===== src/verilog/bus_pkg.sv =====
package bus_pkg;

    // One word access from the bus master. The address holds port bits 15 to 1.
    typedef struct packed {
        logic        access;
        logic [15:1] addr;
        logic [15:0] wdata;
        logic        wr_en;
        logic [1:0]  bytesel;
    } bus_req_t;

    // Responses from all peripherals are ORed, so rdata stays zero without ack.
    typedef struct packed {
        logic [15:0] rdata;
        logic        ack;
    } bus_rsp_t;

    localparam logic [15:0] leds_port     = 16'hfffe;
    localparam logic [15:0] uart_port     = 16'hfffa;
    localparam logic [15:0] spi_ctrl_port = 16'hfff0;
    localparam logic [15:0] spi_data_port = 16'hfff2;

    typedef struct packed {
        logic [6:0] unused;
        logic       ncs_active;
        logic [7:0] divider;
    } spi_ctrl_word_t;

    typedef struct packed {
        logic [7:0] unused;
        logic [7:0] tx_byte;
    } spi_xfer_word_t;

    // The SPI write word is read as control or as transfer data by port.
    typedef union packed {
        spi_ctrl_word_t ctrl;
        spi_xfer_word_t xfer;
    } spi_wdata_u;

endpackage


===== src/verilog/periph_pkg.sv =====
package periph_pkg;

    // A UART character is a start bit, eight data bits and a stop bit.
    localparam int uart_clks_per_bit  = 16;
    localparam int uart_bits_per_char = 10;
    localparam int uart_cnt_w         = $clog2(uart_clks_per_bit);

    localparam logic [uart_cnt_w-1:0] uart_bit_last  = uart_cnt_w'(uart_clks_per_bit - 1);
    localparam logic [uart_cnt_w-1:0] uart_half_last = uart_cnt_w'(uart_clks_per_bit / 2 - 1);
    localparam logic [3:0]            uart_stop_bit  = 4'(uart_bits_per_char - 1);

    typedef struct packed {
        logic [5:0] reserved;
        logic       tx_busy;
        logic       rx_valid;
        logic [7:0] rx_byte;
    } uart_status_t;

    // Both SPI ports read back this word.
    typedef struct packed {
        logic [5:0] reserved;
        logic       ncs_active;
        logic       busy;
        logic [7:0] rx_byte;
    } spi_status_t;

endpackage


===== src/verilog/io_decoder.sv =====
module io_decoder (
    input  logic              clk,
    input  logic              rst,
    input  bus_pkg::bus_req_t req,
    output logic              leds_sel,
    output logic              uart_sel,
    output logic              spi_sel,
    input  bus_pkg::bus_rsp_t leds_rsp,
    input  bus_pkg::bus_rsp_t uart_rsp,
    input  bus_pkg::bus_rsp_t spi_rsp,
    output bus_pkg::bus_rsp_t rsp
);

    logic [15:0] port;
    logic        default_sel;
    logic        default_ack;

    assign port = {req.addr, 1'b0};

    // The SPI pair shares one select; bit 1 picks the port inside spi_ports.
    always_comb begin
        leds_sel    = 1'b0;
        uart_sel    = 1'b0;
        spi_sel     = 1'b0;
        default_sel = 1'b0;
        if (req.access) begin
            if (port == bus_pkg::leds_port) begin
                leds_sel = 1'b1;
            end else if (port == bus_pkg::uart_port) begin
                uart_sel = 1'b1;
            end else if (port[15:2] == bus_pkg::spi_ctrl_port[15:2]) begin
                spi_sel = 1'b1;
            end else begin
                default_sel = 1'b1;
            end
        end
    end

    // Unmapped ports are acknowledged with zero data.
    always_ff @(posedge clk) begin
        if (rst) begin
            default_ack <= 1'b0;
        end else begin
            default_ack <= default_sel && !default_ack;
        end
    end

    assign rsp.rdata = leds_rsp.rdata | uart_rsp.rdata | spi_rsp.rdata;
    assign rsp.ack   = leds_rsp.ack | uart_rsp.ack | spi_rsp.ack | default_ack;

    // The merge relies on a single responder answering at a time.
    a_one_ack: assert property (
        @(posedge clk) disable iff (rst)
        $onehot0({leds_rsp.ack, uart_rsp.ack, spi_rsp.ack, default_ack})
    );

endmodule


===== src/verilog/io_subsystem.sv =====
module io_subsystem (
    input  logic              clk,
    input  logic              rst,
    input  bus_pkg::bus_req_t req,
    output bus_pkg::bus_rsp_t rsp,
    output logic [7:0]        leds,
    input  logic              uart_rx,
    output logic              uart_tx,
    input  logic              spi_miso,
    output logic              spi_sclk,
    output logic              spi_mosi,
    output logic              spi_ncs
);

    logic              leds_sel;
    logic              uart_sel;
    logic              spi_sel;
    bus_pkg::bus_rsp_t leds_rsp;
    bus_pkg::bus_rsp_t uart_rsp;
    bus_pkg::bus_rsp_t spi_rsp;

    io_decoder i_decoder (
        .clk      (clk),
        .rst      (rst),
        .req      (req),
        .leds_sel (leds_sel),
        .uart_sel (uart_sel),
        .spi_sel  (spi_sel),
        .leds_rsp (leds_rsp),
        .uart_rsp (uart_rsp),
        .spi_rsp  (spi_rsp),
        .rsp      (rsp)
    );

    leds_register i_leds (
        .clk  (clk),
        .rst  (rst),
        .sel  (leds_sel),
        .req  (req),
        .rsp  (leds_rsp),
        .leds (leds)
    );

    uart_ports i_uart (
        .clk (clk),
        .rst (rst),
        .sel (uart_sel),
        .req (req),
        .rsp (uart_rsp),
        .rx  (uart_rx),
        .tx  (uart_tx)
    );

    spi_ports i_spi (
        .clk  (clk),
        .rst  (rst),
        .sel  (spi_sel),
        .req  (req),
        .rsp  (spi_rsp),
        .miso (spi_miso),
        .sclk (spi_sclk),
        .mosi (spi_mosi),
        .ncs  (spi_ncs)
    );

endmodule


===== src/verilog/leds_register.sv =====
module leds_register (
    input  logic              clk,
    input  logic              rst,
    input  logic              sel,
    input  bus_pkg::bus_req_t req,
    output bus_pkg::bus_rsp_t rsp,
    output logic [7:0]        leds
);

    logic take;

    // An access is taken once, in the cycle before its ack.
    assign take = sel && !rsp.ack;

    always_ff @(posedge clk) begin
        if (rst) begin
            rsp  <= '0;
            leds <= 8'h00;
        end else begin
            rsp.ack   <= take;
            rsp.rdata <= '0;
            if (take) begin
                if (req.wr_en) begin
                    // Only the low byte drives LEDs.
                    if (req.bytesel[0]) begin
                        leds <= req.wdata[7:0];
                    end
                end else begin
                    rsp.rdata <= {8'h00, leds};
                end
            end
        end
    end

endmodule


===== src/verilog/spi_ports.sv =====
module spi_ports (
    input  logic              clk,
    input  logic              rst,
    input  logic              sel,
    input  bus_pkg::bus_req_t req,
    output bus_pkg::bus_rsp_t rsp,
    input  logic              miso,
    output logic              sclk,
    output logic              mosi,
    output logic              ncs
);

    logic                    take;
    logic                    data_port;
    bus_pkg::spi_wdata_u     wd;
    logic [7:0]              divider;
    logic                    ncs_active;
    logic                    busy;
    logic [7:0]              half_cnt;
    logic [3:0]              edge_cnt;
    logic [6:0]              tx_shift;
    logic [7:0]              rx_shift;
    logic [7:0]              rx_byte;
    periph_pkg::spi_status_t status;

    assign take      = sel && !rsp.ack;
    assign data_port = req.addr[1] == bus_pkg::spi_data_port[1];
    assign wd        = req.wdata;
    assign ncs       = !ncs_active;

    assign status.reserved   = '0;
    assign status.ncs_active = ncs_active;
    assign status.busy       = busy;
    assign status.rx_byte    = rx_byte;

    always_ff @(posedge clk) begin
        if (rst) begin
            rsp        <= '0;
            divider    <= 8'h00;
            ncs_active <= 1'b0;
            busy       <= 1'b0;
            sclk       <= 1'b0;
            mosi       <= 1'b0;
            rx_byte    <= 8'h00;
        end else begin
            rsp.ack   <= take;
            rsp.rdata <= '0;
            if (take && !req.wr_en) begin
                rsp.rdata <= status;
            end
            if (take && req.wr_en && !data_port) begin
                divider    <= wd.ctrl.divider;
                ncs_active <= wd.ctrl.ncs_active;
            end

            // Sixteen half periods per byte. Rising edges sample miso and
            // falling edges move mosi to the next bit, MSB first.
            if (busy) begin
                if (half_cnt == divider) begin
                    half_cnt <= 8'h00;
                    sclk     <= !sclk;
                    edge_cnt <= edge_cnt + 4'd1;
                    if (!sclk) begin
                        rx_shift <= {rx_shift[6:0], miso};
                    end else if (edge_cnt == 4'd15) begin
                        busy    <= 1'b0;
                        rx_byte <= rx_shift;
                    end else begin
                        mosi     <= tx_shift[6];
                        tx_shift <= {tx_shift[5:0], 1'b0};
                    end
                end else begin
                    half_cnt <= half_cnt + 8'd1;
                end
            end else if (take && req.wr_en && data_port) begin
                busy     <= 1'b1;
                half_cnt <= 8'h00;
                edge_cnt <= 4'd0;
                mosi     <= wd.xfer.tx_byte[7];
                tx_shift <= wd.xfer.tx_byte[6:0];
            end
        end
    end

    a_sclk_idle_low: assert property (
        @(posedge clk) disable iff (rst)
        !busy |-> !sclk
    );

endmodule


===== src/verilog/uart_ports.sv =====
module uart_ports (
    input  logic              clk,
    input  logic              rst,
    input  logic              sel,
    input  bus_pkg::bus_req_t req,
    output bus_pkg::bus_rsp_t rsp,
    input  logic              rx,
    output logic              tx
);

    logic                              take;
    logic                              tx_start;
    logic                              rx_clear;
    logic                              tx_busy;
    logic [8:0]                        tx_shift;
    logic [3:0]                        tx_bit;
    logic [periph_pkg::uart_cnt_w-1:0] tx_clk;
    logic [1:0]                        rx_sync;
    logic                              rx_active;
    logic                              rx_tick;
    logic [3:0]                        rx_bit;
    logic [periph_pkg::uart_cnt_w-1:0] rx_clk;
    logic [7:0]                        rx_shift;
    logic [7:0]                        rx_byte;
    logic                              rx_valid;
    periph_pkg::uart_status_t          status;

    assign take     = sel && !rsp.ack;
    assign tx_start = take && req.wr_en && req.bytesel[0] && !tx_busy;
    assign rx_clear = take && !req.wr_en && req.bytesel[0];

    assign status.reserved = '0;
    assign status.tx_busy  = tx_busy;
    assign status.rx_valid = rx_valid;
    assign status.rx_byte  = rx_byte;

    always_ff @(posedge clk) begin
        if (rst) begin
            rsp <= '0;
        end else begin
            rsp.ack   <= take;
            rsp.rdata <= '0;
            if (take && !req.wr_en) begin
                rsp.rdata <= status;
            end
        end
    end

    // Transmitter. The shift register holds the data bits and the stop bit,
    // the start bit is driven directly when the character is loaded.
    always_ff @(posedge clk) begin
        if (rst) begin
            tx_busy <= 1'b0;
            tx      <= 1'b1;
        end else if (tx_busy) begin
            if (tx_clk == periph_pkg::uart_bit_last) begin
                tx_clk <= '0;
                if (tx_bit == periph_pkg::uart_stop_bit) begin
                    tx_busy <= 1'b0;
                    tx      <= 1'b1;
                end else begin
                    tx       <= tx_shift[0];
                    tx_shift <= {1'b1, tx_shift[8:1]};
                    tx_bit   <= tx_bit + 4'd1;
                end
            end else begin
                tx_clk <= tx_clk + 1'b1;
            end
        end else if (tx_start) begin
            tx_busy  <= 1'b1;
            tx       <= 1'b0;
            tx_shift <= {1'b1, req.wdata[7:0]};
            tx_bit   <= 4'd0;
            tx_clk   <= '0;
        end
    end

    // The start bit is checked half a bit in, then every bit is sampled mid-bit.
    assign rx_tick = rx_clk == ((rx_bit == 4'd0) ? periph_pkg::uart_half_last
                                                 : periph_pkg::uart_bit_last);

    always_ff @(posedge clk) begin
        if (rst) begin
            rx_sync   <= 2'b11;
            rx_active <= 1'b0;
            rx_valid  <= 1'b0;
            rx_byte   <= 8'h00;
        end else begin
            rx_sync <= {rx_sync[0], rx};
            if (rx_clear) begin
                rx_valid <= 1'b0;
            end
            if (!rx_active) begin
                if (!rx_sync[1]) begin
                    rx_active <= 1'b1;
                    rx_bit    <= 4'd0;
                    rx_clk    <= '0;
                end
            end else if (rx_tick) begin
                rx_clk <= '0;
                if (rx_bit == 4'd0) begin
                    // A glitch that is gone by mid start bit is no character.
                    if (rx_sync[1]) begin
                        rx_active <= 1'b0;
                    end else begin
                        rx_bit <= 4'd1;
                    end
                end else if (rx_bit == periph_pkg::uart_stop_bit) begin
                    rx_active <= 1'b0;
                    if (rx_sync[1]) begin
                        rx_byte  <= rx_shift;
                        rx_valid <= 1'b1;
                    end
                end else begin
                    rx_shift <= {rx_sync[1], rx_shift[7:1]};
                    rx_bit   <= rx_bit + 4'd1;
                end
            end else begin
                rx_clk <= rx_clk + 1'b1;
            end
        end
    end

    a_tx_idle_high: assert property (
        @(posedge clk) disable iff (rst)
        !tx_busy |-> tx
    );

endmodule

===== config.mk =====
export PLATFORM = sky130hd
export DESIGN_NAME = io_subsystem
export DESIGN_NICKNAME = d
export VERILOG_FILES = /design/src/verilog/bus_pkg.sv /design/src/verilog/periph_pkg.sv /design/src/verilog/io_decoder.sv /design/src/verilog/io_subsystem.sv /design/src/verilog/leds_register.sv /design/src/verilog/spi_ports.sv /design/src/verilog/uart_ports.sv
export SDC_FILE = /design/constraint.sdc
export NUM_CORES = 1
export LEC_CHECK = 0
export ABC_CLOCK_PERIOD_IN_PS = 2280
export BUFFER_PORTS_ARGS = -buffer_cell sky130_fd_sc_hd__buf_2
export CORE_MARGIN = 1
export CORE_UTILIZATION = 52
export DETAILED_ROUTE_END_ITERATION = 8
export PLACE_DENSITY = 0.87
export RECOVER_POWER = 25
export SYNTH_ARGS = -nofsm -noshare
export SYNTH_HDL_FRONTEND = slang
export SYNTH_HIERARCHICAL = 1
export SYNTH_SLANG_ARGS = --single-unit

===== constraint.sdc =====
create_clock -name clk -period 2.28 [get_ports clk]
set_input_delay 0.114 -clock clk [delete_from_list [all_inputs] [get_ports clk]]
set_output_delay 0.114 -clock clk [all_outputs]
set_load 0.02 [all_outputs]

# Yosys cells after proc, flatten, opt, wreduce, memory -nomap -nowiden
# Index checks and enable logic that the tools add are counted.
totals:
  reg_bits: 154
  output_inout_bits: 29
  elab_cells: 185
classes:
  add_sub_neg: 6
  n_eq_ne: 18
  muxes: 72
  bitwise: 12
  reduce_logical: 44
ops:
  columns: ["operator", "n"]
  rows:
  - ["2-to-1 mux 4 bit", 18]
  - ["2-to-1 mux 1 bit", 42]
  - ["2-to-1 mux 9 bit", 4]
  - ["2-to-1 mux 7 bit", 5]
  - ["OR 16 bit", 2]
  - ["equality test 15 bit, second input constant", 2]
  - ["2-to-1 mux 8 bit", 3]
  - ["adder 4 x 1 -> 4 bit, second input constant", 5]
  - ["AND reduction 5 bit", 4]
  - ["equality test 4 bit, second input constant", 4]
  - ["AND reduction 4 bit", 4]
  - ["equality test 14 bit, second input constant", 1]
  - ["inequality test 2 bit, second input constant", 7]
  - ["logical AND 1 bit", 13]
  - ["AND reduction 2 bit", 5]
  - ["logical NOT 1 bit", 9]
  - ["adder 8 x 1 -> 8 bit, second input constant", 1]
  - ["equality test 8 bit", 1]
  - ["NOT 1 bit", 7]
  - ["AND reduction 3 bit", 2]
  - ["OR reduction 2 bit", 3]
  - ["equality test 4 bit", 1]
  - ["logical NOT 4 bit", 1]
  - ["nonzero test 2 bit", 2]
  - ["other kinds (4)", 6]

# Logic depth before layout (Yosys ltp)
# Gate-level depths: netlist (run 1).
logic_depth:
  depth_word: 13
  mapped_depth: 8

# By module
# The synthesis (run 1) kept the hierarchy.
modules_own_cells:
  columns: ["module", "n_inst", "cells_each", "area_per_inst_um2"]
  rows:
  - ["spi_ports", 1, 202, 2338.5]
  - ["uart_ports", 1, 190, 2317.2]
  - ["leds_register", 1, 63, 690.7]
  - ["io_decoder", 1, 32, 211.5]

# Least setup slack after synthesis (run 1)
# Ideal clock, no wire load.
synth_timing:
  kind: "reg2reg"
  start: "reg i_uart.rx_bit[0]"
  end: "reg i_uart.rx_shift[0], enable pin"
  arrival_time_ns: 2.014
  required_time_ns: 1.897
  slack_ns: -0.117
  stages_incl_launch_ff: 7
  path_buffers: 0
  period_less_slack_ns: 2.397
  cell_sequence: "edfxtp_1 inv_1 ha_1 or3b_4 mux2i_2 o21ai_0 nor3_1"
synth_between:
  elab_chain_len: 4
  word_cells_on_any_way: 7
  cone_classes: "eq/ne: 2; mux: 1; bitwise: 2; reduce/logical: 2"
synth_rtl:
  columns: ["element", "line_no", "text"]
  rows:
  - ["from (decl)", "uart_ports.sv:21", "logic [3:0] rx_bit;"]
  - ["from (signal assigned)", "uart_ports.sv:116", "rx_bit <= rx_bit + 4'd1;"]
  - ["logical NOT 4 bit", "uart_ports.sv:79, uart_ports.sv:101", null]
  - ["2-to-1 mux 4 bit", "uart_ports.sv:79", "assign rx_tick = rx_clk == ((rx_bit == 4'd0) ? periph_pkg::uart_half_last"]
  - ["equality test 4 bit", "uart_ports.sv:79", null]
  - ["AND reduction 5 bit (no line) (*)", null, null]
  - ["to (signal assigned)", "uart_ports.sv:115", "rx_shift <= {rx_sync[1], rx_shift[7:1]};"]
  - ["to (decl)", "uart_ports.sv:23", "logic [7:0] rx_shift;"]
# Mark *: on every way between the ends. The rest lies on a longest branch, timed or not.
# A chain may end at the register's enable or synchronous reset.

# Final worst setup path (run 1)
layout_timing:
  start: "reg i_uart.rx_bit[1]"
  end: "reg i_uart.rx_bit[3], enable pin"
layout_between:
  elab_chain_len: 5
  word_cells_on_any_way: 8
  cone_classes: "eq/ne: 5; mux: 1; reduce/logical: 2"
layout_rtl:
  columns: ["element", "line_no"]
  rows:
  - ["logical NOT 4 bit", "uart_ports.sv:79, uart_ports.sv:101"]
  - ["2-to-1 mux 4 bit", "uart_ports.sv:79"]
  - ["equality test 4 bit", "uart_ports.sv:79"]
  - ["inequality test 2 bit (no line)", null]
  - ["AND reduction 5 bit (no line) (*)", null]
# Marked as above.

==> reports/qor.yml, run 1 <==
placed_design:
  dpl_cell_area_mm2: 0.00597
  dp_hpwl_um: 7580
  portBuffers: 53
  gp_congestion: 0.790
timing:
  max_slew_margin_pct: 59.3
  setup_viol: 0
  post-route-period-util_pct: 95.1
  max_slew.worst_pin.slew_ns: 0.608
  max_freq_mhz: 461
  period_minus_slack_ns: 2.17
  fin_tns_setup_ns: 0
  rsz0062_at_grt: "no"
  hold_slack_ns: 0.0567
  finalHoldViolCount: 0
  finalMaxSlewViolations: 0
  finClkSkew_ns: 0.0159
yosys:
  synth_area_leader_cell: "edfxtp_1"
  synth_seq_area_share_pct: 58.5
  synth_seq_cells: 133
  synth_async_sr_flop_share_pct: 0
  syn_area_mm2: 0.00556
  netlist_top_cells_area: "edfxtp_1 32%, dfxtp_1 27%, mux2i_1 4.5%"
  synthDistinctLibCells: 57
  synthFlopType: "dfxtp_1"
  synth_warnings: 6
  synth_edf_count: 59
  avgSynthCellArea_um2: 11.4
  yosys.area.top_type_share_pct: 31.9
  synthCells: 487
clock_network:
  clkTransAtPathRegs_ns: 0.06
  cts_sinks: 133
  htree_levels: 4
  cts_tree: "yes"
  clk_latency_ns: 0.52
  cts_buffers: 17
  cts_root_buf: "clkbuf_8"
  clockBufferDepth: 2
route:
  vias: 3865
  wirelength_um: 11800
  drtIter0Drc: 289
  wire_per_inst_um: 16.3
  vias_per_cell: 5.35
  drtPass1Iterations: 5
  postRouteAntennaNets: 0
  drcViolationCount: 0
outcome:
  status: "finished clean"
floorplanning:
  std_cell_rows: 37
  ios: 68
  core-area_mm2: 0.0103
  die_h_um: 105
  initial_utilization_pct: 53.8
  dieArea_mm2: 0.0111
  chipWidth_um: 105
pwr:
  p_sw_mw: 1.11
  irDropWorstVdd_mv: 0.452
  p_seq_share_pct: 46.8
  finalPower_mw: 5.33
  p_sw_share_pct: 20.7
  total_leakage_power_nw: 2.71
  clkPwrFrac_pct: 50.1
  pwr-share-comb_pct: 3.2
  intPower_mw: 4.23
  p_per_area_mw_per_mm2: 798
worst_setup_path:
  cp_slowest_stage_delay_ns: 0.42
  worstPathArrival_ns: 2.39
  crit_fanout: 5
  path_cells: "inv_1 -> ha_1 -> or3b_4 -> mux2i_2 -> o21ai_1 -> a221oi_2 -> buf_4"
  crit_type: "flip-flop to flip-flop"
  cp.depth: 7
  cp-start-kind: "flip-flop"
  cp.buffers_inverters: 2
  crit_family: "compound AO/OA/AOI/OAI gates"
  cp.required_ns: 2.50
  critPathSlowestCell: "edfxtp_1"
  r2r_cells: 7
  end_kind: "flip-flop"
layout:
  final_cell_mix: "74 x dfxtp_1, 59 x edfxtp_1, 45 x nand2_1, 41 x buf_2, 40 x nor2_1"
  syn2layout_area_growth_pct: 20.2
  postLayoutCellArea_mm2: 0.00668
  nNetsFinal: 622
  layout_commonest_cell: "dfxtp_1"
  fillers: 745
  n_antenna_cell: 0
  post_route_cells_drive_above_1_share_pct: 18.1
global_routing:
  grt_pass1_wl_um: 19200
  grt_overflow_total: 0
  antenna_found_initial: 0
  grt_pass1_vias: 3955
  use_met2_pct: 39.7
  met3_usage_pct: 3.96
  grt_max_degree: 32
  met1_usage_pct: 26.4
  grt_usage_pct: 22.6
  top_usage_layer: "met2"
run:
  maxCapViolCount: 0
hold_path:
  whs_path_depth: 2
  min_path_type: "input port to flip-flop"
[per-layer routing]
layer / up-vias / share of wire [%]
li1: 1829 / -
met1: 1869 / 41
met2: 136 / 51
met3: 31 / 5.1
met4: 0 / 3.0
met5: - / 0
[power groups by stage]
stage | logic (mW) | clock network, mW | registers (mW)
CTS | 0.164 | 2.69 | 2.49
global route | 0.182 | 2.81 | 2.49
detailed placement | 0.142 | 0 | 2.54
floorplan | 0.101 | 0 | 2.54
global placement | 0.137 | 0 | 2.54
finish | 0.168 | 2.67 | 2.49
[layout make-up]
class	count	area [um^2]	area share (%)
sequential	133	3250	48.7
multi-input combinational	328	2130	31.9
timing repair buffer	83	502	7.51
clock buffer	20	425	6.37
tap	136	170	2.55
clock inverter	12	155	2.32
inverter	11	41.3	0.618
[state kept, by name, summed over array words and instances (netlist names), 4 cells and up]
name and cells:
i_leds/leds 8, i_uart/rx_byte 8, i_uart/tx_shift 8, i_spi/rsp 11
i_spi/rx_shift 8, i_spi/edge_cnt 4, i_spi/half_cnt 8, i_uart/tx_clk 4
i_uart/rsp 11, i_uart/rx_clk 4, i_spi/divider 8, i_uart/rx_bit 4
i_spi/rx_byte 8, i_spi/tx_shift 7, i_uart/rx_shift 8, i_leds/rsp 9
i_uart/tx_bit 4
[what timing repair did]
| action | CTS | global route |
|---|---|---|
| hold buffers | 15 | 0 |
| gates resized for setup | 0 | 2 |
| buffers inserted | 0 | 0 |
| endpoints found under the hold margin | 34 | 0 |
| endpoints found under the setup margin | 0 | 4 |
[logic make-up after synthesis]
group           after synthesis  share of synthesized area, %
xor+xnor                     24                          3.78
compound gates               32                          3.60
buf+inv                      43                          4.57
fa+ha+maj                     9                          2.03
mux                          39                          7.38
other cells                   3                         0.203
flops                       133                          58.5
simple gates                204                          19.9
[worst register-to-register path, stage by stage, from the launching register on]
cell	delay, ns
edfxtp_1	0.42
inv_1	0.10
ha_1	0.14
or3b_4	0.41
mux2i_2	0.23
o21ai_1	0.15
a221oi_2	0.27
buf_4	0.17
[Yosys cell counts (3+ instances only)]
cell and instances:
conb_1 3, nor4_1 4, and3_1 6, edfxtp_1 59, or2_2 3, o21a_1 3, clkbuf_1 7, mux2_1 3
nand4_1 5, buf_4 20, mux2i_1 25, nand2_1 45, o21ai_0 3, nor2_1 40, nor2b_1 4, or3_1 16
nand3_1 11, and2_1 26, ha_1 9, dfxtp_1 74, nor3_1 6, xor2_1 16, mux2_2 10, a21oi_1 14
nand2b_1 20, xnor2_1 8, inv_1 9
[stage by stage]
stage | utilization, % | setup WS (ns) | instances
2_1_floorplan | - | 0.00427 | 504
3_3_place_gp | 57.8 | 0.127 | 676
3_5_place_dp | 57.8 | 0.0113 | 676
4_1_cts | 64.9 | 0.00243 | 723
5_1_grt | 64.7 | 0.0364 | 723
6_report | 64.7 | 0.111 | 723
[path summary, 6_finish.rpt]
| check | from | to | slack, ns |
|---|---|---|---|
| setup / recovery | i_uart/rx_bit[1] | i_uart/rx_bit[3] | 0.11 |
| hold / removal | rst | i_uart/rx_active | 0.06 |
| hold reg to reg | i_uart/rx_sync[0] | i_uart/rx_sync[1] | 0.41 |
| setup reg to reg | i_uart/rx_bit[1] | i_uart/rx_bit[3] | 0.11 |
No activity file was read; power rests on OpenSTA's default activity.
==> inputs of run 2 (changes only) <==
--- a/config.mk
+++ b/config.mk
@@ -5,13 +5,14 @@
 export SDC_FILE = /design/constraint.sdc
 export NUM_CORES = 1
 export LEC_CHECK = 0
-export ABC_CLOCK_PERIOD_IN_PS = 2280
+export ABC_CLOCK_PERIOD_IN_PS = 1800
 export BUFFER_PORTS_ARGS = -buffer_cell sky130_fd_sc_hd__buf_2
 export CORE_MARGIN = 1
 export CORE_UTILIZATION = 52
 export DETAILED_ROUTE_END_ITERATION = 8
 export PLACE_DENSITY = 0.87
 export RECOVER_POWER = 25
+export REMOVE_ABC_BUFFERS = 1
 export SYNTH_ARGS = -nofsm -noshare
 export SYNTH_HDL_FRONTEND = slang
 export SYNTH_HIERARCHICAL = 1
==> constraint.sdc (replaced) <==
create_clock -name clk -period 1.8 [get_ports clk]
set_input_delay 0.09 -clock clk [delete_from_list [all_inputs] [get_ports clk]]
set_output_delay 0.09 -clock clk [all_outputs]
set_load 0.02 [all_outputs]
==> run 2 against run 1 <==
Wire length rose by 6.0%. Count of clock-buffer cells in the layout fell by 2. The run now ends with negative setup slack left. Via count rose by 4.9%. Flip-flop and latch count did not move. Fmax rose by 4.8%. Power rose by 24%. Setup slack got worse by 0.38 ns. Critical path depth did not move. Core utilization rose by 4.7 points. Sequential share of layout area fell by 3.3 points. Clock skew fell by 0.0029 ns.
==> reports/qor.yml, run 2 (same netlist as run 1, synthesis figures left out) <==
pwr:
  p_per_area_mw_per_mm2: 926
  irDropWorstVdd_mv: 0.609
  total_leakage_power_nw: 3.00
  finalPower_mw: 6.64
timing:
  finalMaxSlewViolations: 0
  max_slew.worst_pin.slew_ns: 0.759
  setup_viol: 49
  finalHoldViolCount: 0
  rsz0062_at_grt: "yes"
  post-route-period-util_pct: 115
  worst_slack_ns: -0.270
  finClkSkew_ns: 0.0131
  max_freq_mhz: 483
  period_minus_slack_ns: 2.07
  max_slew_margin_pct: 49.4
  fin_tns_setup_ns: -6.72
route:
  drcViolationCount: 0
  drtPass1Iterations: 5
  wirelength_um: 12500
  drtIter0Drc: 235
  vias: 4053
  postRouteAntennaNets: 0
  vias_per_cell: 5.30
  wire_per_inst_um: 16.4
layout:
  syn2layout_area_growth_pct: 29.0
  nNetsFinal: 663
  final_cell_mix: "74 x dfxtp_1, 59 x edfxtp_1, 52 x buf_2, 44 x nand2_1, 43 x buf_4"
  ff_latch_area_mm2: 0.00325
  instances_no_fill: 764
  layout_commonest_cell: "dfxtp_1"
  multi_input_comb_area_mm2: 0.00225
  reg_top3: "i_spi/rsp x11, i_uart/rsp x11, i_leds/rsp x9"
  post_route_cells_drive_above_1_share_pct: 27.5
  postLayoutCellArea_mm2: 0.00717
  n_antenna_cell: 0
  fillers: 696
floorplanning:
  chipWidth_um: 105
  dieArea_mm2: 0.0111
  core-area_mm2: 0.0103
  ios: 68
  initial_utilization_pct: 53.8
  std_cell_rows: 37
  die_h_um: 105
clock_network:
  cts_tree: "yes"
  cts_sinks: 133
  clockBufferDepth: 2
  cts_root_buf: "clkbuf_8"
  clk_latency_ns: 0.52
  cts_buffers: 17
  clkTransAtPathRegs_ns: 0.06
  htree_levels: 4
placed_design:
  dp_hpwl_um: 7890
  dp_slack_ns: -0.398
  placed_cells: 706
  portBuffers: 53
  gp_congestion: 0.763
  dpl_cell_area_mm2: 0.00623
global_routing:
  grt_max_degree: 20
  grt_usage_pct: 23.5
  grt_pass1_wl_um: 20000
  antenna_found_initial: 0
  grt_pass1_vias: 4156
  grt_overflow_total: 0
outcome:
  failed_checks: "negative setup slack"
  status: "finished with violations"
run:
  maxCapViolCount: 0
worst_setup_path:
  crit_type: "flip-flop to flip-flop"
  worstPathArrival_ns: 2.30
  path_cells: "inv_1 -> ha_1 -> or3b_4 -> mux2i_4 -> o21ai_4 -> a221oi_2 -> buf_4"
  cp_slowest_stage_delay_ns: 0.41
  critPathSlowestCell: "or3b_4"
  cp-start-kind: "flip-flop"
  crit_fanout: 4
  end_kind: "flip-flop"
  cp.required_ns: 2.03
hold_path:
  min_path_type: "input port to flip-flop"
## run 2: cell types whose count changed in the layout (fill, tap and decap cells not counted), moves of 3 or more
cell	before	now
buf_12	0	4
buf_2	41	52
buf_4	12	43
buf_6	0	4
clkbuf_1	18	5
inv_6	1	7
o21ai_1	3	0
## run 2: critical path, delay by kind of cell (launching register included)
kind | cells | cell delay (ns)
and+or+nand+nor | 1 | 0.41
adders and majority gates | 1 | 0.14
muxes | 1 | 0.22
AOI/OAI and AO/OA | 2 | 0.37
buffers and inverters | 2 | 0.26
DFF | 1 | 0.40
## run 2: report_power, final
| group | internal, mW | total [mW] | switching [mW] |
|---|---|---|---|
| sequential | 3.15 | 3.16 | 0.00955 |
| clock | 1.90 | 3.25 | 1.35 |
| combinational | 0.107 | 0.232 | 0.125 |
## run 2: layout make-up
cell class	count	share of cell area, %
Clock inverter	14	1.89
Inverter	11	0.576
Sequential cell	133	45.4
Clock buffer	18	5.97
Timing Repair Buffer	124	12.4
Multi-Input combinational cell	328	31.4
Tap cell	136	2.37
## run 2: stage by stage
stage / util (%) / hold WS [ns]
after floorplan: - / 0.159
after global placement: 60.4 / 0.282
after detailed placement: 60.4 / 0.279
after CTS: 68.6 / 0.0635
after global routing: 69.4 / 0.0802
final: 69.4 / 0.0996
## run 2: routing by layer
layer / routed length (um) / vias up / share of wire [%] / global-route usage [%]
met5: 0 / - / 0 / 0
met4: 140 / 0 / 1.1 / 8.15
met3: 604 / 12 / 4.8 / 5.75
met2: 6620 / 124 / 53 / 42.1
met1: 5140 / 1999 / 41 / 27.3
li1: - / 1918 / - / -
## run 2: path summary, 6_finish.rpt
| check | startpoint | endpoint | slack, ns | depth (start not counted) |
|---|---|---|---|---|
| setup / recovery | i_uart/rx_bit[0] | i_uart/rx_bit[0] | -0.27 | 7 |
| hold / removal | req[19] | i_leds/rsp[0] | 0.1 | 4 |
| setup reg to reg | i_uart/rx_bit[0] | i_uart/rx_bit[0] | -0.27 | 7 |
| hold reg to reg | i_uart/rx_sync[0] | i_uart/rx_sync[1] | 0.41 | 1 |
## run 2: repair_timing
| item | 4_1_cts | 5_1_grt |
|---|---|---|
| setup endpoints to repair | 61 | 72 |
| gates cloned | 1 | 1 |
| setup buffers | 6 | 3 |
| endpoints found under the hold margin | 40 | 0 |
| pin swaps | 8 | 4 |
| hold buffers | 16 | 0 |
| resized for setup | 17 | 17 |
